**config.mk**
```make
export PLATFORM = sky130hd
export DESIGN_NAME = dcache_apb_master
export DESIGN_NICKNAME = d
export VERILOG_FILES = /design/src/logic/dcache_pkg.sv /design/src/logic/dcache_apb_master.sv
export VERILOG_INCLUDE_DIRS = /design/src /design/src/logic
export SDC_FILE = /design/constraint.sdc
export NUM_CORES = 1
export LEC_CHECK = 0
export ABC_AREA = 1
export CAP_MARGIN = 10
export CORE_AREA = 2 2 150 152
export CTS_CLUSTER_SIZE = 12
export DETAILED_ROUTE_END_ITERATION = 8
export DIE_AREA = 0 0 152 154
export DONT_BUFFER_PORTS = 1
export HOLD_SLACK_MARGIN = 0.08
export PLACE_DENSITY = 0.42
export SLEW_MARGIN = 20
export SYNTH_ARGS = -nofsm -noshare
export SYNTH_HDL_FRONTEND = slang
export SYNTH_SLANG_ARGS = --single-unit
```
**constraint.sdc**
```tcl
create_clock -name clk -period 15.4 [get_ports clk]
set_input_delay 0.77 -clock clk [delete_from_list [all_inputs] [get_ports clk]]
set_output_delay 0.77 -clock clk [all_outputs]
set_load 0.03 [all_outputs]
```
**src/logic/dcache_consts.svh**
```systemverilog
`ifndef DCACHE_CONSTS_SVH
`define DCACHE_CONSTS_SVH

// address split is tag | index | offset
`define DC_ADDR_W 32
`define DC_WORD_W 32
`define DC_LINE_W 128

`define DC_OFFSET_W 4
`define DC_INDEX_W 4
`define DC_TAG_W 24

// two ways, one line per way per set
`define DC_NWAY 2

// a line moves over APB as this many word beats
`define DC_BEATS 4

// any nonzero value works
`define DC_LFSR_SEED 16'hace1

`endif

```
**src/logic/dcache_pkg.sv**
```systemverilog
`default_nettype none
`include "dcache_consts.svh"

package dcache_pkg;

    typedef logic [`DC_ADDR_W-1:0] addr_t;
    typedef logic [`DC_WORD_W-1:0] word_t;
    typedef logic [`DC_WORD_W/8-1:0] strb_t;
    typedef logic [`DC_LINE_W-1:0] line_t;
    typedef logic [`DC_INDEX_W-1:0] index_t;
    typedef logic [`DC_TAG_W-1:0] tag_t;
    typedef logic [$clog2(`DC_NWAY)-1:0] way_t;

    typedef struct packed {
        logic valid;
        logic dirty;
        tag_t tag;
    } tag_entry_t;

    // wstrb of zero is a load
    typedef struct packed {
        logic  valid;
        addr_t addr;
        strb_t wstrb;
        word_t wdata;
    } cpu_req_t;

    typedef struct packed {
        logic  psel;
        logic  penable;
        logic  pwrite;
        addr_t paddr;
        word_t pwdata;
    } apb_req_t;

    typedef struct packed {
        word_t prdata;
        logic  pready;
    } apb_rsp_t;

    typedef struct packed {
        logic   valid;
        logic   write;
        tag_t   tag;
        index_t index;
        line_t  data;
    } line_cmd_t;

    // be selects data bytes, tag_we writes the entry
    typedef struct packed {
        way_t                   way;
        index_t                 index;
        tag_entry_t             entry;
        line_t                  data;
        logic [`DC_LINE_W/8-1:0] be;
        logic                   tag_we;
    } array_wr_t;

    typedef enum logic [1:0] {
        IDLE,
        EVICT,
        REFILL,
        INSTALL
    } miss_state_e;

endpackage

`default_nettype wire

```
**src/logic/dcache_apb_master.sv**
```systemverilog
`timescale 1ns/1ps
`default_nettype none
`include "dcache_consts.svh"

module dcache_apb_master
    import dcache_pkg::*;
(
    input  logic      clk,
    input  logic      rst,
    input  line_cmd_t line_cmd_i,
    output logic      line_done_o,
    output line_t     line_rdata_o,
    output apb_req_t  apb_req_o,
    input  apb_rsp_t  apb_rsp_i
);

    typedef logic [$clog2(`DC_BEATS)-1:0] beat_t;

    localparam beat_t LAST_BEAT = beat_t'(`DC_BEATS - 1);

    // high in the access phase
    logic phase_q;
    beat_t beat_q;
    logic beat_done;
    logic [`DC_LINE_W-`DC_WORD_W-1:0] rbuf_q;

    assign beat_done = line_cmd_i.valid && phase_q && apb_rsp_i.pready;
    assign line_done_o = beat_done && beat_q == LAST_BEAT;

    // last word comes straight off the bus
    assign line_rdata_o = {apb_rsp_i.prdata, rbuf_q};

    always_comb begin
        apb_req_o.psel = line_cmd_i.valid;
        apb_req_o.penable = line_cmd_i.valid && phase_q;
        apb_req_o.pwrite = line_cmd_i.write;
        apb_req_o.paddr = {line_cmd_i.tag, line_cmd_i.index, beat_q, 2'b00};
        apb_req_o.pwdata = line_cmd_i.data[beat_q*`DC_WORD_W +: `DC_WORD_W];
    end

    always_ff @(posedge clk) begin
        if (rst) begin
            phase_q <= 1'b0;
            beat_q <= '0;
        end else if (line_cmd_i.valid) begin
            if (!phase_q) begin
                phase_q <= 1'b1;
            end else if (apb_rsp_i.pready) begin
                // back to setup, the counter wraps after the last beat
                phase_q <= 1'b0;
                beat_q <= beat_q + 1'b1;
            end
        end
    end

    // read words shift in from the top, beat 0 ends up lowest
    always_ff @(posedge clk) begin
        if (beat_done && !line_cmd_i.write) begin
            rbuf_q <= {apb_rsp_i.prdata, rbuf_q[`DC_LINE_W-`DC_WORD_W-1:`DC_WORD_W]};
        end
    end

endmodule

`default_nettype wire

```
### Yosys cells after proc, flatten, opt, wreduce, memory -nomap -nowiden

Index checks and enable logic that the tools add are counted.

| storage, ports and cells | value |
|---|---|
| bits of input ports | 193 |
| word-level logic and storage cells | 14 |
| register bits after elaboration | 99 |

| cells by class | value |
|---|---|
| multiplexer cells | 2 |
| equality and inequality tests | 1 |
| reductions and logical operators | 6 |
| add/sub/neg operators | 1 |
| shifts and indexed selects | 1 |

Operators by type and width:

| cell | number |
|---|---|
| 128-bit by 8-bit indexed part select with 32-bit output | 1 |
| 1-bit logical AND | 4 |
| 3-bit AND reduction | 1 |
| 2-bit by 1-bit adder with 2-bit output (second input constant) | 1 |
| 2-bit == test (second input constant) | 1 |
| 1-bit two-way mux | 2 |
| 1-bit zero test | 1 |

### Logic depth before layout (Yosys ltp)

| logic depth | value |
|---|---|
| depth in word-level cells | 3 |
| mapped depth | 7 |
| mapped depth without buffers | 5 |

### Worst setup path before layout

No wires, ideal clock.

| timing | value |
|---|---|
| kind | input-to-reg |
| start | input apb_rsp_i[0] in the netlist's numbering |
| end | register rbuf_q[0], enable pin |
| buffers on the path | 0 |
| setup time | 552 ps |
| stages | 2 |
| slack | 9892 ps |
| data required time | 14848 ps |
| arrival | 4956 ps |
| cells stage by stage | nand3_1 nor2_1 |

| between the ends | value |
|---|---|
| word-level cells in the longest chain between the ends | 2 |

Ends and longest elaborated chain:

| element | RTL line | source |
|---|---|---|
| start: declaration | dcache_apb_master.sv:14 | `input apb_rsp_t apb_rsp_i` |
| 1-bit logical AND | dcache_apb_master.sv:27 | `assign beat_done = line_cmd_i.valid && phase_q && apb_rsp_i.pready;` |
| 1-bit logical AND | dcache_apb_master.sv:58 | `if (beat_done && !line_cmd_i.write) begin` |
| end signal: assignment | dcache_apb_master.sv:59 | `` rbuf_q <= {apb_rsp_i.prdata, rbuf_q[`DC_LINE_W-`DC_WORD_W-1:`DC_WORD_W]}; `` |
| end: declaration | dcache_apb_master.sv:25 | `` logic [`DC_LINE_W-`DC_WORD_W-1:0] rbuf_q; `` |

No other way between the ends.
A chain may end at the register's enable or synchronous reset.

==> results by group <==
Clock tree
  • Post-cts resize count: 0
  • CTS tree: done
  • H-tree depth: 3
  • Clk_lat worst skew: 350 ps
  • Clk buf depth: 2
  • Root Buffer: clkbuf_16
  • Num Clock Sinks: 99
  • CTS clk-pin slew, worst paths: 70 ps
  • Num CTS Buffers: 9
  • Hold buffers post-CTS: 0
  • # Post-CTS Setup Buffers: 0

Routing
  • Antenna viol nets, final: 0
  • Routed WL: 12.3 mm
  • Via-per-instance ratio: 4.24
  • Drt initial violations: 257
  • Via count: 3003
  • DR DRC count: 0
  • Mean routed wirelength per cell: 17.4 um
  • Pre-antenna DRT Iters: 4

Setup path
  • Critical path cell sequence: nor2_1, o21ai_0
  • Setup CP Type: flip-flop to output port
  • Critical Path Source Type: flip-flop
  • Worst r2r path cells: 3
  • CP top delay family: flip-flops
  • Delay of the slowest critical-path stage: 1000 ps
  • Levels on crit path: 2
  • Critical path's slowest cell: dfxtp_4
  • Buf/Inv on CP: 0
  • Critical Path AT: 2330 ps
  • Crit. End Element: output port
  • Critical path required time: 14630 ps
  • CP max FO: 99

Yosys
  • Cell taking the most area after synthesis: edfxtp_1
  • Yosys reg bits: 99
  • Syn avg cell area: 9.70 um2
  • Seq/Total Area, Yosys: 61.5%
  • Dominant cells by area after synthesis: edfxtp_1 60%, nand2_1 15%, buf_4 10%
  • Mapped Cells: 493
  • Post-Syn Area: 4780 um2
  • Warnings, synthesis: 0
  • Yosys top cell area share: 60.3%
  • Distinct cells, synth: 17

Timing
  • Final setup violation count: 0
  • Pins Over Slew Limit: 0
  • F_max: 0.323 GHz
  • Worst-Margin Slew: 1000 ps
  • Setup TNS: 0 ps
  • Worst clock skew: 10.6 ps
  • Period utilization: 20.1%
  • PnR worst setup slack: 12300 ps
  • WHS: 504 ps
  • RSZ-0062 raised after global routing: no
  • Min Tclk post-route: 3100 ps
  • Worst slew margin: 32.3%
  • Final hold viol count: 0

Global route
  • Global Route Usage Sum: 9.76%
  • GR Overflow Total: 0
  • Vias in the first global route: 2949
  • Largest net degree at the start of global routing: 100
  • Met3 Resource Use GR: 6.14%
  • Initial antenna violation count: 3
  • GR Util met1: 8.93%
  • GRT Max-Usage Layer: met2
  • First-pass GRT wire length: 17.5 mm
  • GRT met2 Usage: 17.5%

Placement
  • Minimum setup slack after placement: 12250 ps
  • Buffers on Ports: 0
  • Hpwl dp: 9.47 mm
  • RePlAce Congestion: 0.878

Power
  • Total power: 0.000579 W
  • Worst VDD drop: 77.5 uV
  • Power Density: 119 nW/um2
  • Leakage: 1.95 nW

Cells and area
  • Most frequent cells in the layout: 197 x nand2_1, 96 x edfxtp_1, 37 x nor2_1
  • # diodes: 0
  • Most common cell after layout, fill and taps aside: nand2_1
  • Share of post-route cells with drive strength above 1: 5.14%
  • Nets: 617
  • Final core utilization: 22.4%
  • Synthesis-to-finish area growth: 1.44%

Floorplanning
  • Rows: 54
  • Die Height: 154 um
  • I/O pin count: 389
  • Starting Density: 22.0%
  • Die Area: 23400 um2
  • Core area: 21700 um2
  • Chip Width: 152 um

Outcome
  • Status: finished, final reports clean

Job
  • Maxcap violations: 0

Hold path
  • Min-delay worst type: input pin to flip-flop
  • Number of cells on the worst hold path: 1
synthesized netlist by cell type:
master / instances
o21ai_0: 3
o21ai_1: 30
conb_1: 1
inv_4: 1
dfxtp_1: 3
nand2_1: 197
clkbuf_1: 3
ha_1: 1
buf_2: 10
nor2_1: 38
a21oi_1: 1
nand3_1: 1
buf_4: 66
edfxtp_1: 96
inv_1: 35
inv_2: 1
buf_6: 6
worst paths after layout:
kind / start / endpoint / slack (ps)
setup / recovery: beat_q[0]$_SDFFE_PP0P_ / apb_req_o[1] / 12300
hold reg to reg: phase_q$_SDFFE_PP0P_ / phase_q$_SDFFE_PP0P_ / 560
hold / removal: apb_rsp_i[0] / phase_q$_SDFFE_PP0P_ / 500
setup reg to reg: phase_q$_SDFFE_PP0P_ / rbuf_q[18]$_DFFE_PP_ / 13340
area by class of cell:
class / instances / area [um2]
Multi-Input combinational cell: 273 / 1080
Clock buffer: 9 / 225
Clock inverter: 7 / 67.6
Tap cell: 280 / 350
Inverter: 37 / 141
Sequential cell: 99 / 2950
Timing Repair Buffer: 3 / 35.0
Fill cell: 2308 / 16800
state kept, by name, summed over array words and instances (netlist names):
signal,flops
rbuf_q,96
beat_q,2
phase_q,1
power by group:
group	switching [W]	internal, W	leakage [nW]	total [W]
Combinational	0.0000402	0.0000108	0.914	0.0000509
Clock	0.000105	0.000114	0.141	0.000219
Sequential	0.0000116	0.000298	0.894	0.000309
Total	0.000157	0.000422	1.95	0.000579
layer usage:
layer	vias up	wire length [um]	share of wire, %
li1	1352	-	-
met1	1378	3860	31
met2	239	6500	53
met3	30	1670	14
met4	4	254	2.1
met5	-	27	0.22
through the flow:
step | instances | cell area, um2
floorplan | 494 | 4790
global placement | 691 | 4540
detailed placement | 691 | 4540
CTS | 707 | 4830
global route | 708 | 4850
finish | 708 | 4850
worst register-to-register path: stages, from the launching register on:
cell	delay, ps
dfxtp_1	350
nand3_1	220
nor2_4	430
buf_4	650
cells by family after synthesis:
logic type	count (synthesis)	share of synthesized area, %
AO/OA/AOI/OAI	34	3.56
flip-flops	99	61.5
adder cells (fa/ha/maj)	1	0.262
AND/OR/NAND/NOR	236	18.6
buffers and inverters	122	16.0
other	1	0.0784
Note: power is estimated with default switching activity, not from simulation.
