File: config.mk
export PLATFORM = sky130hd
export DESIGN_NAME = dcache_miss_ctrl
export DESIGN_NICKNAME = d
export VERILOG_FILES = /design/src/logic/dcache_pkg.sv /design/src/logic/dcache_miss_ctrl.sv
export VERILOG_INCLUDE_DIRS = /design/src /design/src/logic
export SDC_FILE = /design/constraint.sdc
export NUM_CORES = 1
export LEC_CHECK = 0
export ABC_CLOCK_PERIOD_IN_PS = 26300
export CAP_MARGIN = 15
export CORE_AREA = 2 2 338 340
export DETAILED_ROUTE_END_ITERATION = 16
export DIE_AREA = 0 0 340 342
export DONT_BUFFER_PORTS = 1
export PLACE_DENSITY_LB_ADDON = 0.3
export SYNTH_ARGS = -nofsm -noshare
export SYNTH_HDL_FRONTEND = slang
export SYNTH_SLANG_ARGS = --single-unit
File: constraint.sdc
create_clock -name clk -period 26.3 [get_ports clk]
set_input_delay 1.315 -clock clk [delete_from_list [all_inputs] [get_ports clk]]
set_output_delay 1.315 -clock clk [all_outputs]
set_load 0.01 [all_outputs]
File: src/logic/dcache_consts.svh
`ifndef DCACHE_CONSTS_SVH
`define DCACHE_CONSTS_SVH

// address split is tag | index | offset
`define DC_ADDR_W 32
`define DC_WORD_W 32
`define DC_LINE_W 128

`define DC_OFFSET_W 4
`define DC_INDEX_W 4
`define DC_TAG_W 24

// two ways, one line per way per set
`define DC_NWAY 2

// a line moves over APB as this many word beats
`define DC_BEATS 4

// any nonzero value works
`define DC_LFSR_SEED 16'hace1

`endif

File: src/logic/dcache_pkg.sv
`default_nettype none
`include "dcache_consts.svh"

package dcache_pkg;

    typedef logic [`DC_ADDR_W-1:0] addr_t;
    typedef logic [`DC_WORD_W-1:0] word_t;
    typedef logic [`DC_WORD_W/8-1:0] strb_t;
    typedef logic [`DC_LINE_W-1:0] line_t;
    typedef logic [`DC_INDEX_W-1:0] index_t;
    typedef logic [`DC_TAG_W-1:0] tag_t;
    typedef logic [$clog2(`DC_NWAY)-1:0] way_t;

    typedef struct packed {
        logic valid;
        logic dirty;
        tag_t tag;
    } tag_entry_t;

    // wstrb of zero is a load
    typedef struct packed {
        logic  valid;
        addr_t addr;
        strb_t wstrb;
        word_t wdata;
    } cpu_req_t;

    typedef struct packed {
        logic  psel;
        logic  penable;
        logic  pwrite;
        addr_t paddr;
        word_t pwdata;
    } apb_req_t;

    typedef struct packed {
        word_t prdata;
        logic  pready;
    } apb_rsp_t;

    typedef struct packed {
        logic   valid;
        logic   write;
        tag_t   tag;
        index_t index;
        line_t  data;
    } line_cmd_t;

    // be selects data bytes, tag_we writes the entry
    typedef struct packed {
        way_t                   way;
        index_t                 index;
        tag_entry_t             entry;
        line_t                  data;
        logic [`DC_LINE_W/8-1:0] be;
        logic                   tag_we;
    } array_wr_t;

    typedef enum logic [1:0] {
        IDLE,
        EVICT,
        REFILL,
        INSTALL
    } miss_state_e;

endpackage

`default_nettype wire

File: src/logic/dcache_miss_ctrl.sv
`timescale 1ns/1ps
`default_nettype none
`include "dcache_consts.svh"

module dcache_miss_ctrl
    import dcache_pkg::*;
(
    input  logic                       clk,
    input  logic                       rst,
    input  logic                       miss_i,
    input  logic                       store_hit_i,
    input  way_t                       hit_way_i,
    input  cpu_req_t                   held_req_i,
    input  tag_entry_t [`DC_NWAY-1:0]  tag_rd_i,
    input  line_t [`DC_NWAY-1:0]       data_rd_i,
    output line_cmd_t                  line_cmd_o,
    input  logic                       line_done_i,
    input  line_t                      line_rdata_i,
    output array_wr_t                  arr_wr_o,
    output logic                       miss_done_o,
    output word_t                      miss_word_o,
    output logic                       busy_o
);

    miss_state_e state_q;
    logic [15:0] lfsr_q;
    way_t pick;
    way_t victim_q;
    line_t fill_q;
    line_cmd_t cmd_q;
    tag_t req_tag;
    index_t req_index;
    logic [`DC_OFFSET_W-3:0] req_word;
    word_t merged_word;
    line_t merged_line;
    logic [`DC_LINE_W/8-1:0] strb_wide;

    function automatic word_t merge_bytes(word_t old_w, word_t new_w, strb_t strb);
        word_t res;
        res = old_w;
        for (int b = 0; b < `DC_WORD_W/8; b++) begin
            if (strb[b]) begin
                res[b*8 +: 8] = new_w[b*8 +: 8];
            end
        end
        return res;
    endfunction

    assign req_tag = held_req_i.addr[`DC_OFFSET_W+`DC_INDEX_W +: `DC_TAG_W];
    assign req_index = held_req_i.addr[`DC_OFFSET_W +: `DC_INDEX_W];
    assign req_word = held_req_i.addr[`DC_OFFSET_W-1:2];

    // free-running LFSR with taps x^16 + x^14 + x^13 + x^11
    always_ff @(posedge clk) begin
        if (rst) begin
            lfsr_q <= `DC_LFSR_SEED;
        end else begin
            lfsr_q <= {lfsr_q[14:0], lfsr_q[15] ^ lfsr_q[13] ^ lfsr_q[12] ^ lfsr_q[10]};
        end
    end

    assign pick = lfsr_q[$bits(way_t)-1:0];

    always_ff @(posedge clk) begin
        if (rst) begin
            state_q <= IDLE;
            cmd_q.valid <= 1'b0;
        end else begin
            case (state_q)
                IDLE: begin
                    if (miss_i) begin
                        victim_q <= pick;
                        if (tag_rd_i[pick].valid && tag_rd_i[pick].dirty) begin
                            state_q <= EVICT;
                            cmd_q <= '{valid: 1'b1, write: 1'b1, tag: tag_rd_i[pick].tag,
                                       index: req_index, data: data_rd_i[pick]};
                        end else begin
                            state_q <= REFILL;
                            cmd_q <= '{valid: 1'b1, write: 1'b0, tag: req_tag,
                                       index: req_index, data: '0};
                        end
                    end
                end
                EVICT: begin
                    // victim is out, fetch the missing line next
                    if (line_done_i) begin
                        state_q <= REFILL;
                        cmd_q.write <= 1'b0;
                        cmd_q.tag <= req_tag;
                    end
                end
                REFILL: begin
                    if (line_done_i) begin
                        state_q <= INSTALL;
                        cmd_q.valid <= 1'b0;
                        fill_q <= line_rdata_i;
                    end
                end
                default: begin
                    state_q <= IDLE;
                end
            endcase
        end
    end

    // loads have no strobes, so this leaves the fetched word as is
    assign merged_word = merge_bytes(fill_q[req_word*`DC_WORD_W +: `DC_WORD_W],
                                     held_req_i.wdata, held_req_i.wstrb);

    always_comb begin
        merged_line = fill_q;
        merged_line[req_word*`DC_WORD_W +: `DC_WORD_W] = merged_word;
    end

    always_comb begin
        strb_wide = '0;
        strb_wide[$bits(strb_t)-1:0] = held_req_i.wstrb;
        arr_wr_o = '0;
        if (state_q == INSTALL) begin
            arr_wr_o.way = victim_q;
            arr_wr_o.index = req_index;
            arr_wr_o.entry = '{valid: 1'b1, dirty: held_req_i.wstrb != '0, tag: req_tag};
            arr_wr_o.data = merged_line;
            arr_wr_o.be = '1;
            arr_wr_o.tag_we = 1'b1;
        end else if (state_q == IDLE && store_hit_i) begin
            arr_wr_o.way = hit_way_i;
            arr_wr_o.index = req_index;
            arr_wr_o.entry = '{valid: 1'b1, dirty: 1'b1, tag: req_tag};
            arr_wr_o.data = {`DC_BEATS{held_req_i.wdata}};
            arr_wr_o.be = strb_wide << {req_word, 2'b00};
            arr_wr_o.tag_we = 1'b1;
        end
    end

    assign line_cmd_o = cmd_q;
    assign miss_done_o = state_q == INSTALL;
    assign miss_word_o = merged_word;
    assign busy_o = state_q != IDLE;

endmodule

`default_nettype wire

# == Word level (Yosys, flattened, before mapping) ==
# Cells that the tools add are included.
# classes
addsub,1
order_cmp,1
n_eq_ne,6
shifts,4
n_mux,22
bitwise,4
n_reduce_logical,12
# op_table
cell,count
$mux W176,2
$mux W128,2
$mux W158,1
$mux W157,1
$bwmux W128,1
$shift A32 B34 Y128 const A,1
$shiftx A128 B8 Y32,1
$shiftx A32 B34 Y128,1
$mux W26,2
$pmux W25 S2,1
$neg A7 Y34,1
$mux W8,4
$mux W25,1
$shl A4 B4 Y16,1
$reduce_and A3 Y1,4
$mux W2,4
$ne A2 B2 Y1 const B,3
$pmux W2 S3,1
$reduce_bool A2 Y1,3
$eq A2 B2 Y1 const B,2
$reduce_and A4 Y1,1
$reduce_bool A4 Y1,1
$xor A1 B1 Y1,3
$eq A2 B1 Y1 const B,1
other kinds (6),7
# totals
ff_bits,305
in_bits,511
word_cells,59

# == Logic depth before layout (Yosys ltp) ==
# depth
word_depth,6
ltp_mapped,9
depth_no_buf,5

# == Worst setup path after synthesis ==
# Ideal clock, no wire load.
# synth_timing
path_kind,input port to flip-flop
startpoint,in rst
endpoint,"reg cmd_q, in the netlist line_cmd_o[0], enable pin"
setup_ps,789
t_arrival_ps,10461
required_time_ps,25511
slack_ps,15050
cell_stages,2
cell_sequence,clkbuf_1 -> nor3_1
# synth_between
elab_chain_len,2
# synth_lines
item,line_no,rtl
from (decl),dcache_miss_ctrl.sv:9,"input logic rst,"
$not A1 Y1 (no source line),--,
$reduce_and A3 Y1 (no source line),--,
to (signal assigned),dcache_miss_ctrl.sv:75,"cmd_q <= '{valid: 1'b1, write: 1'b1, tag: tag_rd_i[pick].tag,"
to (signal assigned),dcache_miss_ctrl.sv:79,"cmd_q <= '{valid: 1'b1, write: 1'b0, tag: req_tag,"
to (decl),dcache_miss_ctrl.sv:30,line_cmd_t cmd_q;
# No other way between the ends.
# A chain may end at the register's enable or synchronous reset.

==> summary.txt <==
Outcome
  • Run status: completed

Clocking
  • Maximum root-to-sink buffer count: 3
  • Post-CTS Resized: 0
  • Worst-skew pair later-pin latency: 0.59 ns
  • Count of hold-fix buffers inserted at cts: 0
  • H-tree depth: 2
  • Clk root buf: clkbuf_16
  • Clock transition at path regs: 0.05 ns
  • CTS Sinks: 305
  • TritonCTS Buffers: 42
  • TritonCTS clock tree: built
  • Setup Buffers After CTS: 0

Synthesis
  • Mapped Nets: 1902
  • Top-area cell type share of the netlist area: 53.1%
  • Cell count after synthesis: 1382
  • Synthesized area: 16200 um2
  • Largest cells by area after synthesis: edfxtp_1 53%, mux2i_1 13%, o31ai_1 6.0%
  • Post-synth top area cell: edfxtp_1
  • Sequential-to-total area share from yosys stat: 55.4%
  • Cell variety after synth: 41
  • Avg Inst Size Synth: 11.7 um2
  • Seq cells post-synth: 305
  • Synth Warn #: 0

STA
  • Worst Tran Pin Value: 1.17 ns
  • Fin crit period: 5.22 ns
  • Max frequency: 0.192 GHz
  • Slew Limit Headroom: 21.9%
  • Clk_skew: 0.0216 ns
  • WHS: 0.409 ns
  • Setup slack after layout: 21.08 ns
  • Final setup viols: 0
  • RSZ-0062 raised after global routing: false
  • Final Hold Viols: 0
  • Total negative slack: 0 ns
  • Max-slew violations: 0
  • Final period util: 19.8%

Placement
  • Routability cong.: 0.933
  • HPWL Detailed: 61100 um
  • Port Buf Inserts: 0
  • Pre-CTS setup slack: 21.18 ns

Power and ir drop
  • Reg power frac: 40.4%
  • Switching portion of total power: 35.2%
  • Switching power: 582 uW
  • Leakage: 0.00704 uW
  • Pwr/cell area: 86.0 nW/um2
  • Total power: 1650 uW
  • Int Pwr: 1070 uW
  • Clk pwr share: 35.0%
  • Peak supply drop: 41.8 uV
  • Gate power share: 24.6%

Cells and area
  • Area growth syn-to-layout: 18.6%
  • Final Util: 17.0%
  • Filler cells: 12409
  • Final nets: 1865
  • Share of cells above drive strength 1: 9.73%

Setup path
  • Critical-path cell list: inv_2 -> ha_1 -> inv_1 -> nand4b_1 -> buf_4 -> o31ai_1
  • Slowest CP cell: o31ai_1
  • Crit start category: input pin
  • Setup crit end kind: output port
  • CP top delay family: compound AO/OA/AOI/OAI gates
  • CP required: 24.99 ns
  • CP max FO: 72
  • Crit path buffers/inverters: 3
  • CP Class: in2out
  • Crit-path max cell delay: 0.82 ns
  • CP Data Arrival Time: 3.90 ns

Drt
  • Initial DRC Count: 941
  • Final ANT Viol Nets: 0
  • Wire per inst: 27.3 um
  • DR vias/cell: 4.21
  • Pre-antenna DRT Iters: 5
  • Via count: 12184
  • Final WL: 79000 um
  • DRC viols: 0

GRT
  • Antenna violations before repair: 18
  • First-pass GRT wire length: 105000 um
  • GRT Total Usage: 12.8%
  • Total gr overflow: 0
  • Largest net degree at the start of global routing: 93
  • Vias in the first global route: 12120

Floorplan
  • Die Y: 342 um
  • Starting Density: 14.3%
  • Die span in x: 340 um
  • Core area: 113000 um2
  • I/O Pins: 879
  • Die area: 116000 um2
  • Rows: 124

Hold path
  • Worst Hold Class: reg2reg

Flow run
  • Max-cap viol count: 0
==> path summary, 6_finish.rpt <==
check	cells after the start	endpoint	slack [ns]	start
hold reg to reg	1	lfsr_q[10]	0.41	lfsr_q[9]
setup / recovery	6	arr_wr_o[130]	21.08	held_req_i[38]
setup reg to reg	8	line_cmd_o[123]	22.28	state_q[1]
hold / removal	1	lfsr_q[10]	0.41	lfsr_q[9]
==> power by group through the flow <==
stage	clock network [uW]	registers, uW	logic [uW]
2_1_floorplan	0	661	292
3_3_place_gp	0	679	402
3_5_place_dp	0	678	406
4_1_cts	603	670	406
5_1_grt	618	672	436
6_report	578	667	406
==> synth_stat cells (all sizes together) <==
master  number
a211oi       1
a21o        16
a21oi      164
a22o        32
a311oi       1
a31o         1
and2         1
and3         1
and3b        1
and4b       32
buf         58
clkbuf      48
dfxtp       19
edfxtp     286
ha           9
inv         45
mux2        24
mux2i      217
nand2       54
nand2b       2
nand3        3
nand4b       2
nor2       137
nor2b       44
nor3         5
nor3b        1
nor4         1
o211ai       2
o21ai       33
o21bai       2
o31ai      129
or2          8
xnor2        1
xor2         2
==> state kept, by name, indices dropped and copies added (netlist names) <==
name / flops
lfsr_q: 16
fill_q: 128
victim_q: 1
state_q: 2
line_cmd_o: 158
==> per-layer routing <==
| layer | vias up | part of all wire [%] | track usage (%) |
|---|---|---|---|
| met2 | 830 | 48 | 21.7 |
| met5 | - | 0.11 | 0 |
| met3 | 140 | 9.8 | 4.27 |
| met4 | 14 | 3.8 | 5.14 |
| li1 | 5182 | - | - |
| met1 | 6018 | 38 | 14.9 |
==> area by class of cell <==
class	count	area (um2)	area share, %
clock inverters	18	169	0.880
clock buffers	58	1200	6.28
inverters	45	169	0.880
repair buffers	25	208	1.08
multi-input cells	926	6550	34.2
well taps	1512	1890	9.86
flip-flops and latches	305	8970	46.8
diodes	8	20.0	0.104
==> cell usage in the layout, fill, tap and decap left out, types with 7 or more instances in the layout <==
cell	count
a21o_1	16
a21oi_1	163
a22o_1	32
and4b_1	32
buf_4	24
clkbuf_1	10
clkbuf_16	45
dfxtp_1	18
diode_2	8
edfxtp_1	286
ha_1	7
inv_1	44
mux2_2	24
mux2i_1	217
nand2_1	54
nor2_1	135
nor2b_1	40
o21ai_0	32
o31ai_1	129
or2_2	8
==> cell families after synthesis <==
kind of cell             share of synthesized area, %
flip-flops                                       55.4
buffers and inverters                            4.64
XOR/XNOR                                        0.162
AO/OA/AOI/OAI                                    14.9
AND/OR/NAND/NOR                                  9.07
multiplexers                                     15.1
adder cells (fa/ha/maj)                         0.696
==> through the flow <==
stage | instance area, um2 | instances
5_1_grt | 19200 | 2896
3_5_place_dp | 17800 | 2812
3_3_place_gp | 17800 | 2812
2_1_floorplan | 16200 | 1382
6_report | 19200 | 2897
4_1_cts | 19100 | 2888
(Power assumes the default switching activity.)
