File: src/logic/dcache_consts.svh
`ifndef DCACHE_CONSTS_SVH
`define DCACHE_CONSTS_SVH

// address split is tag | index | offset
`define DC_ADDR_W 32
`define DC_WORD_W 32
`define DC_LINE_W 128

`define DC_OFFSET_W 4
`define DC_INDEX_W 4
`define DC_TAG_W 24

// two ways, one line per way per set
`define DC_NWAY 2

// a line moves over APB as this many word beats
`define DC_BEATS 4

// any nonzero value works
`define DC_LFSR_SEED 16'hace1

`endif

File: src/logic/dcache_pkg.sv
`default_nettype none
`include "dcache_consts.svh"

package dcache_pkg;

    typedef logic [`DC_ADDR_W-1:0] addr_t;
    typedef logic [`DC_WORD_W-1:0] word_t;
    typedef logic [`DC_WORD_W/8-1:0] strb_t;
    typedef logic [`DC_LINE_W-1:0] line_t;
    typedef logic [`DC_INDEX_W-1:0] index_t;
    typedef logic [`DC_TAG_W-1:0] tag_t;
    typedef logic [$clog2(`DC_NWAY)-1:0] way_t;

    typedef struct packed {
        logic valid;
        logic dirty;
        tag_t tag;
    } tag_entry_t;

    // wstrb of zero is a load
    typedef struct packed {
        logic  valid;
        addr_t addr;
        strb_t wstrb;
        word_t wdata;
    } cpu_req_t;

    typedef struct packed {
        logic  psel;
        logic  penable;
        logic  pwrite;
        addr_t paddr;
        word_t pwdata;
    } apb_req_t;

    typedef struct packed {
        word_t prdata;
        logic  pready;
    } apb_rsp_t;

    typedef struct packed {
        logic   valid;
        logic   write;
        tag_t   tag;
        index_t index;
        line_t  data;
    } line_cmd_t;

    // be selects data bytes, tag_we writes the entry
    typedef struct packed {
        way_t                   way;
        index_t                 index;
        tag_entry_t             entry;
        line_t                  data;
        logic [`DC_LINE_W/8-1:0] be;
        logic                   tag_we;
    } array_wr_t;

    typedef enum logic [1:0] {
        IDLE,
        EVICT,
        REFILL,
        INSTALL
    } miss_state_e;

endpackage

`default_nettype wire

File: src/logic/dcache_req_stage.sv
`timescale 1ns/1ps
`default_nettype none
`include "dcache_consts.svh"

module dcache_req_stage
    import dcache_pkg::*;
(
    input  logic                       clk,
    input  logic                       rst,
    input  cpu_req_t                   cpu_req_i,
    output logic                       req_ready_o,
    output index_t                     rd_index_o,
    input  tag_entry_t [`DC_NWAY-1:0]  tag_rd_i,
    input  line_t [`DC_NWAY-1:0]       data_rd_i,
    input  logic                       miss_done_i,
    input  word_t                      miss_word_i,
    input  logic                       miss_ctrl_busy_i,
    output cpu_req_t                   held_req_o,
    output logic                       miss_o,
    output logic                       store_hit_o,
    output way_t                       hit_way_o,
    output logic                       data_ok_o,
    output word_t                      rdata_o
);

    cpu_req_t held_q;
    logic alive_q;
    logic accept;
    logic is_store;
    logic lookup;
    logic hit;
    tag_t held_tag;
    line_t hit_line;
    logic [`DC_OFFSET_W-3:0] word_sel;

    assign held_tag = held_q.addr[`DC_OFFSET_W+`DC_INDEX_W +: `DC_TAG_W];
    assign word_sel = held_q.addr[`DC_OFFSET_W-1:2];
    assign is_store = held_q.wstrb != '0;

    // arrays answer for held_q this cycle, unless a miss owns them
    assign lookup = held_q.valid && !miss_ctrl_busy_i;

    always_comb begin
        hit = 1'b0;
        hit_way_o = '0;
        hit_line = data_rd_i[0];
        for (int w = 0; w < `DC_NWAY; w++) begin
            if (tag_rd_i[w].valid && tag_rd_i[w].tag == held_tag) begin
                hit = 1'b1;
                hit_way_o = way_t'(w);
                hit_line = data_rd_i[w];
            end
        end
    end

    // a store hit takes the array write port next edge, so hold off one cycle
    assign req_ready_o = alive_q && !miss_ctrl_busy_i &&
                         !(held_q.valid && (!hit || is_store));
    assign accept = cpu_req_i.valid && req_ready_o;

    // read the incoming index at the accepting edge, else keep the held one
    assign rd_index_o = accept ? cpu_req_i.addr[`DC_OFFSET_W +: `DC_INDEX_W]
                               : held_q.addr[`DC_OFFSET_W +: `DC_INDEX_W];

    assign miss_o = lookup && !hit;
    assign store_hit_o = lookup && hit && is_store;
    assign data_ok_o = (lookup && hit) || miss_done_i;
    assign rdata_o = miss_done_i ? miss_word_i
                                 : hit_line[word_sel*`DC_WORD_W +: `DC_WORD_W];
    assign held_req_o = held_q;

    always_ff @(posedge clk) begin
        if (rst) begin
            alive_q <= 1'b0;
            held_q.valid <= 1'b0;
        end else begin
            alive_q <= 1'b1;
            if (accept) begin
                held_q <= cpu_req_i;
            end else if (data_ok_o) begin
                held_q.valid <= 1'b0;
            end
        end
    end

endmodule

`default_nettype wire

File: config.mk
export PLATFORM = sky130hd
export DESIGN_NAME = dcache_req_stage
export DESIGN_NICKNAME = d
export VERILOG_FILES = /design/src/logic/dcache_pkg.sv /design/src/logic/dcache_req_stage.sv
export VERILOG_INCLUDE_DIRS = /design/src /design/src/logic
export SDC_FILE = /design/constraint.sdc
export NUM_CORES = 1
export LEC_CHECK = 0
export ABC_AREA = 1
export BUFFER_PORTS_ARGS = -buffer_cell sky130_fd_sc_hd__buf_2
export CAP_MARGIN = 0
export CORE_AREA = 2 2 206 208
export DETAILED_ROUTE_END_ITERATION = 8
export DIE_AREA = 0 0 208 210
export PLACE_DENSITY = 0.44
export SYNTH_ARGS = -nofsm -noshare
export SYNTH_HDL_FRONTEND = slang
export SYNTH_SLANG_ARGS = --single-unit
File: constraint.sdc
create_clock -name clk -period 4.3 [get_ports clk]
set_input_delay 0.43 -clock clk [delete_from_list [all_inputs] [get_ports clk]]
set_output_delay 0.43 -clock clk [all_outputs]
set_load 0.01 [all_outputs]
After elaboration in Yosys (flattened, before gate mapping)
Index checks and enable logic that the tools add are counted.
{ "word_totals": {"reg_bits": 70, "latch_bits": 0, "mem_bits_rw": 0, "mem_bits_ro": 0, "input_bits": 413, "out_inout_bits": 110, "word_cells": 36, "mem_count": 0} }
{ "op_classes": {"n_addsub": 0, "mul": 0, "div_mod_pow": 0, "n_lt_le_gt_ge": 0, "n_eq_ne": 2, "shifts": 1, "n_mux": 9, "bitwise_logic": 1, "reduce_logical": 18} }
{ "op_table": {"columns": ["cell", "count"], "rows": [
  ["128-bit two-way mux", 1],
  ["128-bit by 8-bit variable part select with 32-bit output", 1],
  ["24-bit equality test", 2],
  ["32-bit two-way mux", 1],
  ["1-bit logical AND", 10],
  ["1-bit two-way mux", 6],
  ["4-bit two-way mux", 1],
  ["4-bit nonzero test", 1],
  ["1-bit zero test", 3],
  ["1-bit logical OR", 2],
  ["2-bit AND reduction", 1],
  ["2-bit nonzero test", 1],
  ["1-bit NOT", 1]
]} }

Longest topological paths before layout
Gate-level depths: netlist of run 1.
{ "depth": {"word_depth": 11, "mapped_depth": 15, "mapped_depth_nobuf": 14} }

Least setup slack after synthesis of run 1
No wires, ideal clock.
{ "synth_path": {"kind": "reg2reg", "from": "reg held_q, in the netlist held_req_o[66]", "to": "reg held_q, in the netlist held_req_o[0] (enable)", "setup_time_ps": 422, "t_arrival_ps": 2805, "setup_slack_ps": 1074, "stages_incl_launch_ff": 12, "period_less_slack_ps": 3226, "path_cell_list": "edfxtp_1 -> xnor2_1 -> nand2_1 -> nor2_1 -> nand2_1 -> nor2_1 -> nand2_1 -> nand2_1 -> nand2_1 -> nand2_1 -> nand4_1 -> inv_1"} }
{ "synth_between": {"elab_chain_len": 11, "word_cells_on_any_way": 13, "classes_between": "eq/ne (2); mux (2); reduce/logical (9)"} }
{ "synth_rtl": {"columns": ["item", "line_no", "source"], "rows": [
  ["start, declared", "dcache_req_stage.sv:26", "cpu_req_t held_q;"],
  ["start signal, assigned", "dcache_req_stage.sv:79", "held_q <= cpu_req_i;"],
  ["24-bit equality test", "dcache_req_stage.sv:48", "if (tag_rd_i[w].valid && tag_rd_i[w].tag == held_tag) begin"],
  ["1-bit logical AND", "dcache_req_stage.sv:48", null],
  ["1-bit two-way mux", "dcache_req_stage.sv:48", null],
  ["1-bit two-way mux *", "dcache_req_stage.sv:48", null],
  ["1-bit zero test *", "dcache_req_stage.sv:58", "!(held_q.valid && (!hit || is_store));"],
  ["1-bit logical OR *", "dcache_req_stage.sv:58", null],
  ["1-bit logical AND *", "dcache_req_stage.sv:58", null],
  ["1-bit zero test *", "dcache_req_stage.sv:58", null],
  ["1-bit logical AND *", "dcache_req_stage.sv:57", "assign req_ready_o = alive_q && !miss_ctrl_busy_i &&"],
  ["1-bit logical AND *", "dcache_req_stage.sv:59", "assign accept = cpu_req_i.valid && req_ready_o;"],
  ["2-bit AND reduction (no source line) *", null, null]
]} }
Mark *: on every way between the ends. The rest lies on a longest branch, timed or not.
A chain may end at the register's enable or synchronous reset.

Worst setup path after layout of run 1
{ "layout_path": {"from": "reg held_q, in the netlist held_req_o[66]", "to": "out rdata_o[1]"} }
{ "layout_between": {"elab_chain_len": 5} }
{ "layout_rtl": {"columns": ["item", "line_no", "source"], "rows": [
  ["24-bit equality test", "dcache_req_stage.sv:48", null],
  ["1-bit logical AND", "dcache_req_stage.sv:48", null],
  ["128-bit two-way mux", "dcache_req_stage.sv:48", null],
  ["128-bit by 8-bit variable part select with 32-bit output", "dcache_req_stage.sv:69", ": hit_line[word_sel*`DC_WORD_W +: `DC_WORD_W];"],
  ["32-bit two-way mux", "dcache_req_stage.sv:68", "assign rdata_o = miss_done_i ? miss_word_i"],
  ["end, declared", "dcache_req_stage.sv:23", "output word_t rdata_o"]
]} }
Every way passes these cells.

==> results of run 1 <==
## worst paths after layout
kind                                      from             end  slack [ns]  cells past startpoint
worst max-delay path            held_req_o[66]      rdata_o[1]        0.48                     11
worst min-delay path             cpu_req_i[45]  held_req_o[45]        0.26                      1
worst max register to register  held_req_o[66]  held_req_o[56]        1.28                     12
worst min register to register  held_req_o[68]  held_req_o[68]        0.56                      2
## layout make-up
type	instances	area, um2
diodes	3	7.507
clock buffers	10	229.0
clock inverters	6	63.81
fillers	4848	31010
inverters	291	1092
multi-input cells	758	3542
flip-flops and latches	70	2082
well taps	539	674.4
repair buffers	537	2780
## synth_stat cells
library cell / instances
nor4_1: 1
nor3b_1: 1
a21oi_2: 1
buf_6: 23
xnor2_1: 8
nor3_1: 3
nand3b_1: 32
buf_2: 14
buf_1: 9
nand3_1: 333
o21ai_0: 9
or2_2: 1
buf_4: 4
o22ai_1: 1
xor2_1: 3
clkinv_1: 3
dfxtp_1: 2
nand2_1: 307
nor2_1: 37
edfxtp_1: 68
clkbuf_1: 18
nand4_1: 16
buf_8: 1
inv_1: 273
nor2_2: 2
a21oi_1: 2
a21boi_0: 1
inv_2: 15
## cell families after synthesis
logic type,Yosys count,synth area share
flip-flops,70,0.2904
buffers and inverters,360,0.2187
XOR/XNOR,11,0.01344
AND/OR/NAND/NOR,733,0.4667
AO/OA/AOI/OAI,14,0.01082
## power groups by stage
stage          registers [mW]  clock network (mW)  logic (mW)
2_1_floorplan           0.791                   0       0.206
3_3_place_gp            0.786                   0       0.498
3_5_place_dp            0.787                   0       0.500
4_1_cts                 0.772               0.761       0.503
5_1_grt                 0.773               0.778       0.561
6_report                0.772               0.739       0.496
## flip-flops by register name (all words and copies together) (netlist names)
signal      cells
alive_q         1
held_req_o     69
## per-layer routing
layer	vias to the layer above	wire length, um
li1	4664	-
met1	4170	14220
met2	446	17520
met3	40	3173
met4	4	691
met5	-	28
## metrics by stage
stage               area [um2]  utilization  std cells  hold slack (ns)
floorplan                 7169            -       1188           0.5190
global placement         10170       0.2452       2195           0.5396
detailed placement       10170       0.2452       2195           0.5477
CTS                      10460       0.2523       2211           0.2396
global route             10470       0.2524       2213           0.2431
finish                   10470       0.2525       2214           0.2572
## worst register-to-register path, delay by kind of cell (launching register included)
kind,cells,cell delay [ns]
buffers and inverters,2,0.74
DFF,1,0.51
xor gates and xnor gates,1,0.41
and+or+nand+nor,9,1.05
==> flow_metrics.py, run 1 <==
metrics = {
    "status": {
        "status": "finished clean",
    },
    "die": {
        "io-pin-count": 523,
        "fp.coreArea_mm2": 0.04148,
        "die_w_um": 208,
        "die_y_um": 210,
        "start_util": 0.1729,
        "num_rows": 75,
        "die_area_mm2": 0.04368,
    },
    "yosys": {
        "synth_top_cell_by_area": "edfxtp_1",
        "synth_cells": 1188,
        "yosys_warnings": 0,
        "synth_cell_types": 28,
        "postSynthAreaPerCell_um2": 6.035,
        "synthesis.area_mm2": 0.007169,
        "ys_seq_elements": 70,
        "synthTopCellsByArea": "edfxtp_1 28%, nand3_1 23%, nand2_1 16%",
        "synth_top_cell_area_share": 0.2848,
        "syn-num-nets": 1601,
        "ys_seq_area_frac": 0.2904,
    },
    "critical_path": {
        "crit_fanout": 55,
        "path_common_cell": "nand3_1",
        "critPathCaptureType": "output pin",
        "cp.buffers_inverters": 2,
        "worstPathArrival_ns": 3.39,
        "crit_path_top_delay_cell": "edfxtp_1",
        "max_stage_delay_ns": 0.51,
        "required_ns": 3.87,
        "critPathTopFamily": "simple AND/OR/NAND/NOR gates",
        "crit_type": "reg2out",
        "path_cells": "xnor2_1 > nand3_1 > nor2_1 > nand3_4 > buf_12 > nand2_1 > nand3_1 > nand3_1 > nand3_1 > nand2_1 > buf_2",
        "worstSetupStartpointType": "register",
    },
    "placed_design": {
        "preCtsSetupSlack_ns": 0.6739,
        "hpwl_um": 28610,
        "io_buffers": 520,
        "place.gp.congestion": 0.8510,
    },
    "grt": {
        "met1_usage": 0.1827,
        "grt_use_met2": 0.2748,
        "antenna_found_initial": 6,
        "grt_pass1_wl_um": 52620,
        "grtUsageTotal": 0.1549,
        "grt-busiest-layer": "met2",
        "gr-total-overflow": 0,
        "globalRouteMet3Util": 0.04380,
        "grt_max_degree": 75,
        "first_global_vias": 9259,
    },
    "sta": {
        "fin_crit_sh": 0.8881,
        "fmax_ghz": 0.2618,
        "worst_pin_slew_ns": 0.9094,
        "min_period_ns": 3.819,
        "setup_viol": 0,
        "finalWorstSetupSlack_ns": 0.4810,
        "slew_viol_final": 0,
        "hold_violations": 0,
        "relSlewSlack": 0.3938,
        "final.setup.tns_ns": 0,
        "skew_ns": 0.01220,
        "rsz0062_at_grt": "false",
    },
    "power": {
        "intPower_mw": 1.455,
        "ir_worst_vdd_mv": 0.3119,
        "cellPowerDensity_mw_per_mm2": 191.7,
        "total_leakage_power_nw": 6.133,
        "switching_share": 0.2751,
        "comb_power_share": 0.247,
        "total_power_mw": 2.007,
        "clkPwrFrac": 0.368,
        "p_sw_mw": 0.5521,
        "seq_power_share": 0.385,
    },
    "cts": {
        "cts_buffers": 9,
        "clk_pin_slew_worst_paths_ns": 0.06,
        "clock_latency_ns": 0.34,
        "ctsHoldBuffers": 0,
        "cts_tree": "built",
        "cts_num_sinks": 70,
        "root_buffer": "clkbuf_16",
        "htreeDepth": 3,
        "post_cts_buffers": 0,
        "max-clock-path-buffers": 2,
        "cts_resized": 0,
    },
    "route": {
        "initialDrtViolationCount": 704,
        "firstDrtPassIters": 5,
        "ant_nets": 0,
        "wire_per_inst_um": 16.09,
        "drc": 0,
        "drt-vias-per-instance": 4.211,
        "routed_wl_um": 35630,
        "vias": 9324,
    },
    "run": {
        "max_cap_viol_count": 0,
    },
    "layout": {
        "area_growth_pct": 46.06,
        "final_nets": 2080,
        "layout_common_cells": "520 x buf_2, 332 x nand3_1, 307 x nand2_1",
        "drive_above_1_share": 0.3433,
        "final_common_cell": "buf_2",
    },
    "worst_hold_path": {
        "hold_class": "in2reg",
    },
}
No activity file was read; power rests on OpenSTA's default activity.
==> run 2, diff against run 1 <==
--- a/config.mk
+++ b/config.mk
@@ -10,8 +10,9 @@
 export BUFFER_PORTS_ARGS = -buffer_cell sky130_fd_sc_hd__buf_2
 export CAP_MARGIN = 0
-export CORE_AREA = 2 2 206 208
+export CORE_AREA = 2 2 202 204
 export DETAILED_ROUTE_END_ITERATION = 8
-export DIE_AREA = 0 0 208 210
-export PLACE_DENSITY = 0.44
+export DIE_AREA = 0 0 204 206
+export PLACE_DENSITY = 0.45
+export SLEW_MARGIN = 0
 export SYNTH_ARGS = -nofsm -noshare
 export SYNTH_HDL_FRONTEND = slang
==> constraint.sdc (replaced) <==
create_clock -name clk -period 4.3 [get_ports clk]
set_input_delay 0.43 -clock clk [delete_from_list [all_inputs] [get_ports clk]]
set_output_delay 0.43 -clock clk [all_outputs]
set_load 0.005 [all_outputs]
==> run 2 against run 1 <==
Effect of this change: die area shrank 3.8%; global-route usage is essentially flat; sequential share of layout area grew 0.14 points; largest power group unchanged; highest routed layer unchanged.
==> flow_metrics.py, run 2 (synthesis gave the netlist of run 1 again) <==
metrics = {
    "grt": {
        "first_global_vias": 8722,
        "grt_max_degree": 129,
        "antenna_found_initial": 7,
        "gr-total-overflow": 0,
        "grt_pass1_wl_um": 49620,
        "grtUsageTotal": 0.1550,
    },
    "die": {
        "num_rows": 74,
        "die_area_mm2": 0.04202,
        "die_y_um": 206,
        "die_w_um": 204,
        "io-pin-count": 523,
        "fp.coreArea_mm2": 0.04018,
        "start_util": 0.1784,
    },
    "critical_path": {
        "worstSetupStartpointType": "register",
        "regToRegEndpoint": "held_req_o[53]",
        "r2r_slack_ns": 1.32,
        "max_stage_delay_ns": 0.43,
        "crit_path_top_delay_cell": "edfxtp_1",
        "path_cells": "xnor2_1 > nand2_1 > nor2_1 > nand2_1 > nor2_4 > buf_12 > nand3_1 > nand3_1 > nand3_1 > nand3_1 > nand2_1 > buf_2",
        "crit_type": "reg2out",
        "worstPathArrival_ns": 3.15,
        "r2r_start": "held_req_o[65]",
        "critPathCaptureType": "output pin",
        "required_ns": 3.87,
        "critPathTopFamily": "simple AND/OR/NAND/NOR gates",
        "crit_fanout": 128,
        "path_common_cell": "nand3_1",
        "cp.buffers_inverters": 2,
        "reg2reg_depth": 12,
    },
    "worst_hold_path": {
        "hold_end": "held_req_o[60]",
        "hold-path-cell-count": 1,
        "hp-start": "cpu_req_i[60]",
        "hold_class": "in2reg",
    },
    "power": {
        "seq_power_share": 0.403,
        "cellPowerDensity_mw_per_mm2": 184.4,
        "total_power_mw": 1.918,
        "comb_power_share": 0.251,
        "clkPwrFrac": 0.346,
        "intPower_mw": 1.393,
        "switching_share": 0.2739,
        "p_sw_mw": 0.5254,
        "total_leakage_power_nw": 6.091,
        "ir_worst_vdd_mv": 0.3295,
    },
    "cts": {
        "post_cts_buffers": 0,
        "cts_num_sinks": 70,
        "htreeDepth": 3,
        "root_buffer": "clkbuf_16",
        "cts_resized": 0,
        "cts_tree": "built",
        "ctsHoldBuffers": 0,
        "clk_pin_slew_worst_paths_ns": 0.06,
        "clock_latency_ns": 0.34,
        "cts_buffers": 9,
        "max-clock-path-buffers": 2,
    },
    "route": {
        "met2_length_um": 17550,
        "highest_layer": "met5",
        "wire_per_inst_um": 16.00,
        "firstDrtPassIters": 7,
        "initialDrtViolationCount": 581,
        "drt-vias-per-instance": 4.210,
        "ant_nets": 0,
        "wl_met3_um": 3074,
        "drc": 0,
        "routed_wl_um": 35190,
        "wl_met1_um": 14010,
        "vias": 9262,
    },
    "placed_design": {
        "preCtsSetupSlack_ns": 1.082,
        "dp.cells": 2183,
        "io_buffers": 520,
        "hpwl_um": 27710,
        "place.gp.congestion": 0.9031,
    },
    "layout": {
        "final_common_cell": "buf_2",
        "drive_above_1_share": 0.3391,
        "utilization": 0.2588,
        "fin_cells": 2200,
        "area_growth_pct": 45.06,
        "layout_common_cells": "520 x buf_2, 332 x nand3_1, 307 x nand2_1",
        "final_nets": 2075,
        "largest_reg_flops": 69,
    },
    "sta": {
        "rsz0062_at_grt": "false",
        "fmax_ghz": 0.2796,
        "worst_pin_slew_ns": 0.9070,
        "setup_viol": 0,
        "hold_violations": 0,
        "finalWorstSetupSlack_ns": 0.7231,
        "slew_viol_final": 0,
        "skew_ns": 0.01240,
        "min_period_ns": 3.577,
        "relSlewSlack": 0.3916,
        "final.setup.tns_ns": 0,
        "fin_crit_sh": 0.8318,
    },
    "status": {
        "status": "finished clean",
    },
    "run": {
        "max_cap_viol_count": 0,
    },
}
-- run 2: changes by cell type in the layout (fill, tap and decap cells not counted) --
cell	delta
clkbuf_1	+1
diode_2	-1
inv_2	-1
clkinv_1	+2
buf_4	-6
clkinvlp_4	-1
bufinv_16	-1
clkinv_2	-1
buf_12	+1
-- run 2: worst max path at each step --
stage / from / end / slack, ns / cells after the start
floorplan: held_req_o[66] / held_req_o[0] / 1.11 / 11
global placement: tag_rd_i[46] / rdata_o[2] / 1.11 / 13
detailed placement: tag_rd_i[46] / rdata_o[2] / 1.08 / 13
CTS: held_req_o[64] / rdata_o[2] / 0.76 / 12
global route: held_req_o[67] / rdata_o[2] / 0.54 / 13
finish: held_req_o[64] / rdata_o[2] / 0.72 / 12
-- run 2: layout make-up --
| class | count | area, um2 |
|---|---|---|
| Tap cell | 532 | 665.6 |
| Multi-Input combinational cell | 758 | 3542 |
| Sequential cell | 70 | 2082 |
| Timing Repair Buffer | 532 | 2755 |
| Inverter | 291 | 1092 |
| Clock buffer | 11 | 232.7 |
| Fill cell | 4661 | 29780 |
| Clock inverter | 4 | 25.02 |
| Antenna cell | 2 | 5.005 |
-- run 2: per-layer routing --
| layer | GRT usage | vias up |
|---|---|---|
| li1 | - | 4651 |
| met1 | 0.1803 | 4152 |
| met2 | 0.2807 | 414 |
| met3 | 0.04052 | 39 |
| met4 | 0.04115 | 6 |
| met5 | 0 | - |
-- run 2: through the flow --
step,hold slack (ns),instance area (um2)
after floorplan,0.5009,7169
after detailed placement,0.5357,10140
final,0.2590,10400
after CTS,0.2351,10400
after global routing,0.2431,10400
after global placement,0.5200,10140
-- run 2: worst register-to-register path: stages, from the launching register on --
cell and delay (ns):
edfxtp_1 0.42, inv_1 0.11, nor2_1 0.04, nor3b_1 0.28, nand3_1 0.13, nor2_1 0.21, nand2_1 0.09, nand2_1 0.16
nand2_1 0.09, nand2_1 0.20, nand4_1 0.16, inv_2 0.38, buf_12 0.33
-- run 2: power by group through the flow --
stage / sequential (mW) / combinational [mW] / clock (mW)
6_report: 0.773 / 0.481 / 0.664
5_1_grt: 0.774 / 0.542 / 0.703
4_1_cts: 0.773 / 0.488 / 0.694
3_5_place_dp: 0.787 / 0.485 / 0
3_3_place_gp: 0.787 / 0.484 / 0
2_1_floorplan: 0.786 / 0.195 / 0
==> run 3, diff against run 2 <==
clock period = 3.35 ns   (was 4.3 ns; I/O delays follow)
==> run 3 against run 2 <==
Effect of this change: setup slack got worse by 0.53 ns; via count grew 0.24%; clock skew down 0.00059 ns; sequential power rose by 28%; flip-flop and latch count unchanged; power up 28%; clock-buffer cell count increased by 2; wire length rose by 0.37%; worst hold slack worse by 0.093 ns; non-clock buffer count grew 5; die area unchanged; clock power is 28% higher.
==> flow_metrics.py, run 3 (synthesis gave the netlist of run 1 again) <==
metrics = {
    "status": {
        "status": "finished clean",
    },
    "sta": {
        "rsz0062_at_grt": "true",
        "slew_viol_final": 0,
        "finalWorstSetupSlack_ns": 0.1936,
        "relSlewSlack": 0.4872,
        "hold_violations": 0,
        "fmax_ghz": 0.3168,
        "min_period_ns": 3.156,
        "worst_pin_slew_ns": 0.7683,
        "fin_crit_sh": 0.9422,
        "setup_viol": 0,
        "skew_ns": 0.01182,
    },
    "die": {
        "start_util": 0.1784,
        "die_area_mm2": 0.04202,
        "die_y_um": 206,
        "fp.coreArea_mm2": 0.04018,
        "num_rows": 74,
        "io-pin-count": 523,
        "die_w_um": 204,
    },
    "cts": {
        "root_buffer": "clkbuf_16",
        "max-clock-path-buffers": 2,
        "ctsHoldBuffers": 0,
        "post_cts_buffers": 0,
        "cts_buffers": 9,
        "htreeDepth": 3,
        "cts_num_sinks": 70,
        "cts_resized": 0,
        "clk_pin_slew_worst_paths_ns": 0.06,
        "cts_tree": "built",
        "clock_latency_ns": 0.34,
    },
    "layout": {
        "drive_above_1_share": 0.3409,
        "fin_cells": 2210,
        "fillers": 4583,
        "final_common_cell": "buf_2",
        "largest_reg_flops": 69,
        "layout_common_cells": "520 x buf_2, 332 x nand3_1, 307 x nand2_1",
        "finalInstanceArea_mm2": 0.01050,
        "final_nets": 2080,
        "area_growth_pct": 46.42,
    },
    "critical_path": {
        "cp-startpoint": "held_req_o[64]",
        "required_ns": 3.01,
        "crit_fanout": 61,
        "critPathCaptureType": "output pin",
        "worstSetupStartpointType": "register",
        "crit_type": "reg2out",
        "r2r_start": "held_req_o[64]",
        "worstPathArrival_ns": 2.82,
    },
    "route": {
        "firstDrtPassIters": 5,
        "ant_nets": 0,
        "vias": 9284,
        "routed_wl_um": 35320,
        "drc": 0,
        "wire_per_inst_um": 15.98,
        "drt-vias-per-instance": 4.201,
        "initialDrtViolationCount": 587,
    },
    "power": {
        "seq_power_share": 0.402,
        "cellPowerDensity_mw_per_mm2": 234.5,
        "ir_worst_vdd_mv": 0.4162,
        "comb_power_share": 0.251,
        "intPower_mw": 1.797,
        "p_sw_mw": 0.6646,
        "total_leakage_power_nw": 6.137,
        "clkPwrFrac": 0.346,
        "switching_share": 0.2700,
    },
    "grt": {
        "antenna_found_initial": 13,
        "first_global_vias": 9048,
        "grtUsageTotal": 0.1583,
        "grt_max_degree": 73,
        "gr-total-overflow": 0,
        "grt_pass1_wl_um": 50520,
    },
    "placed_design": {
        "preCtsSetupSlack_ns": 0.4064,
        "place.gp.congestion": 0.8890,
        "placed_cell_area_mm2": 0.01021,
        "dp.cells": 2188,
        "io_buffers": 520,
        "hpwl_um": 28130,
    },
    "worst_hold_path": {
        "hold_class": "in2reg",
        "hp-start": "cpu_req_i[58]",
    },
    "run": {
        "max_cap_viol_count": 0,
    },
}
==> run 3: cell types whose count changed in the layout (fill, tap and decap cells not counted), sizes merged <==
cell / change
buf: +5
clkbuf: +2
diode: +4
clkinvlp: -1
==> run 3: through the flow <==
| step | setup TNS, ns | power (mW) | hold slack [ns] | utilization |
|---|---|---|---|---|
| after global placement | 0 | 1.629 | 0.5117 | 0.2541 |
| after detailed placement | 0 | 1.631 | 0.5131 | 0.2541 |
| final | 0 | 2.462 | 0.1665 | 0.2612 |
| after CTS | 0 | 2.501 | 0.1442 | 0.2607 |
| after global routing | -0.07769 | 2.589 | 0.1465 | 0.2611 |
| after floorplan | 0 | 1.260 | 0.4240 | - |
==> run 3: metal layers <==
metal	GRT usage	vias up	routed length (um)
met5	0	-	93
met4	0.06056	14	798
met3	0.04525	60	3199
met2	0.2790	447	17270
met1	0.1808	4093	13960
li1	-	4670	-
==> run 3: final cells by class <==
cell class	count	area, um2	share of cell area
multi-input cells	758	3542	0.3374
repair buffers	537	2838	0.2703
diodes	6	15.01	0.001430
flip-flops and latches	70	2082	0.1983
clock buffers	13	240.2	0.02288
clock inverters	3	22.52	0.002145
inverters	291	1092	0.1041
well taps	532	665.6	0.06341
==> run 3: path summary, 6_finish.rpt <==
path                    end  slack [ns]  cells past startpoint
max             rdata_o[26]        0.19                     13
min          held_req_o[58]        0.17                      1
max reg2reg  held_req_o[54]        0.62                     10
min reg2reg  held_req_o[68]        0.54                      2
==> run 3: critical path: stages (launching register included) <==
cell      delay (ns)
edfxtp_1        0.44
xnor2_1         0.42
nand2_1         0.10
nor2_1          0.11
nand2_1         0.10
nor2_4          0.16
buf_12          0.26
buf_4           0.24
nand3_1         0.08
nand3_1         0.17
nand3_1         0.09
nand3_1         0.10
nand2_1         0.05
buf_2           0.12
==> run 3: power by group through the flow <==
stage / Sequential, mW / Clock, mW / Combinational, mW
after floorplan: 1.01 / 0 / 0.251
after CTS: 0.991 / 0.884 / 0.626
after detailed placement: 1.01 / 0 / 0.622
after global placement: 1.01 / 0 / 0.620
final: 0.991 / 0.852 / 0.619
after global routing: 0.993 / 0.898 / 0.699
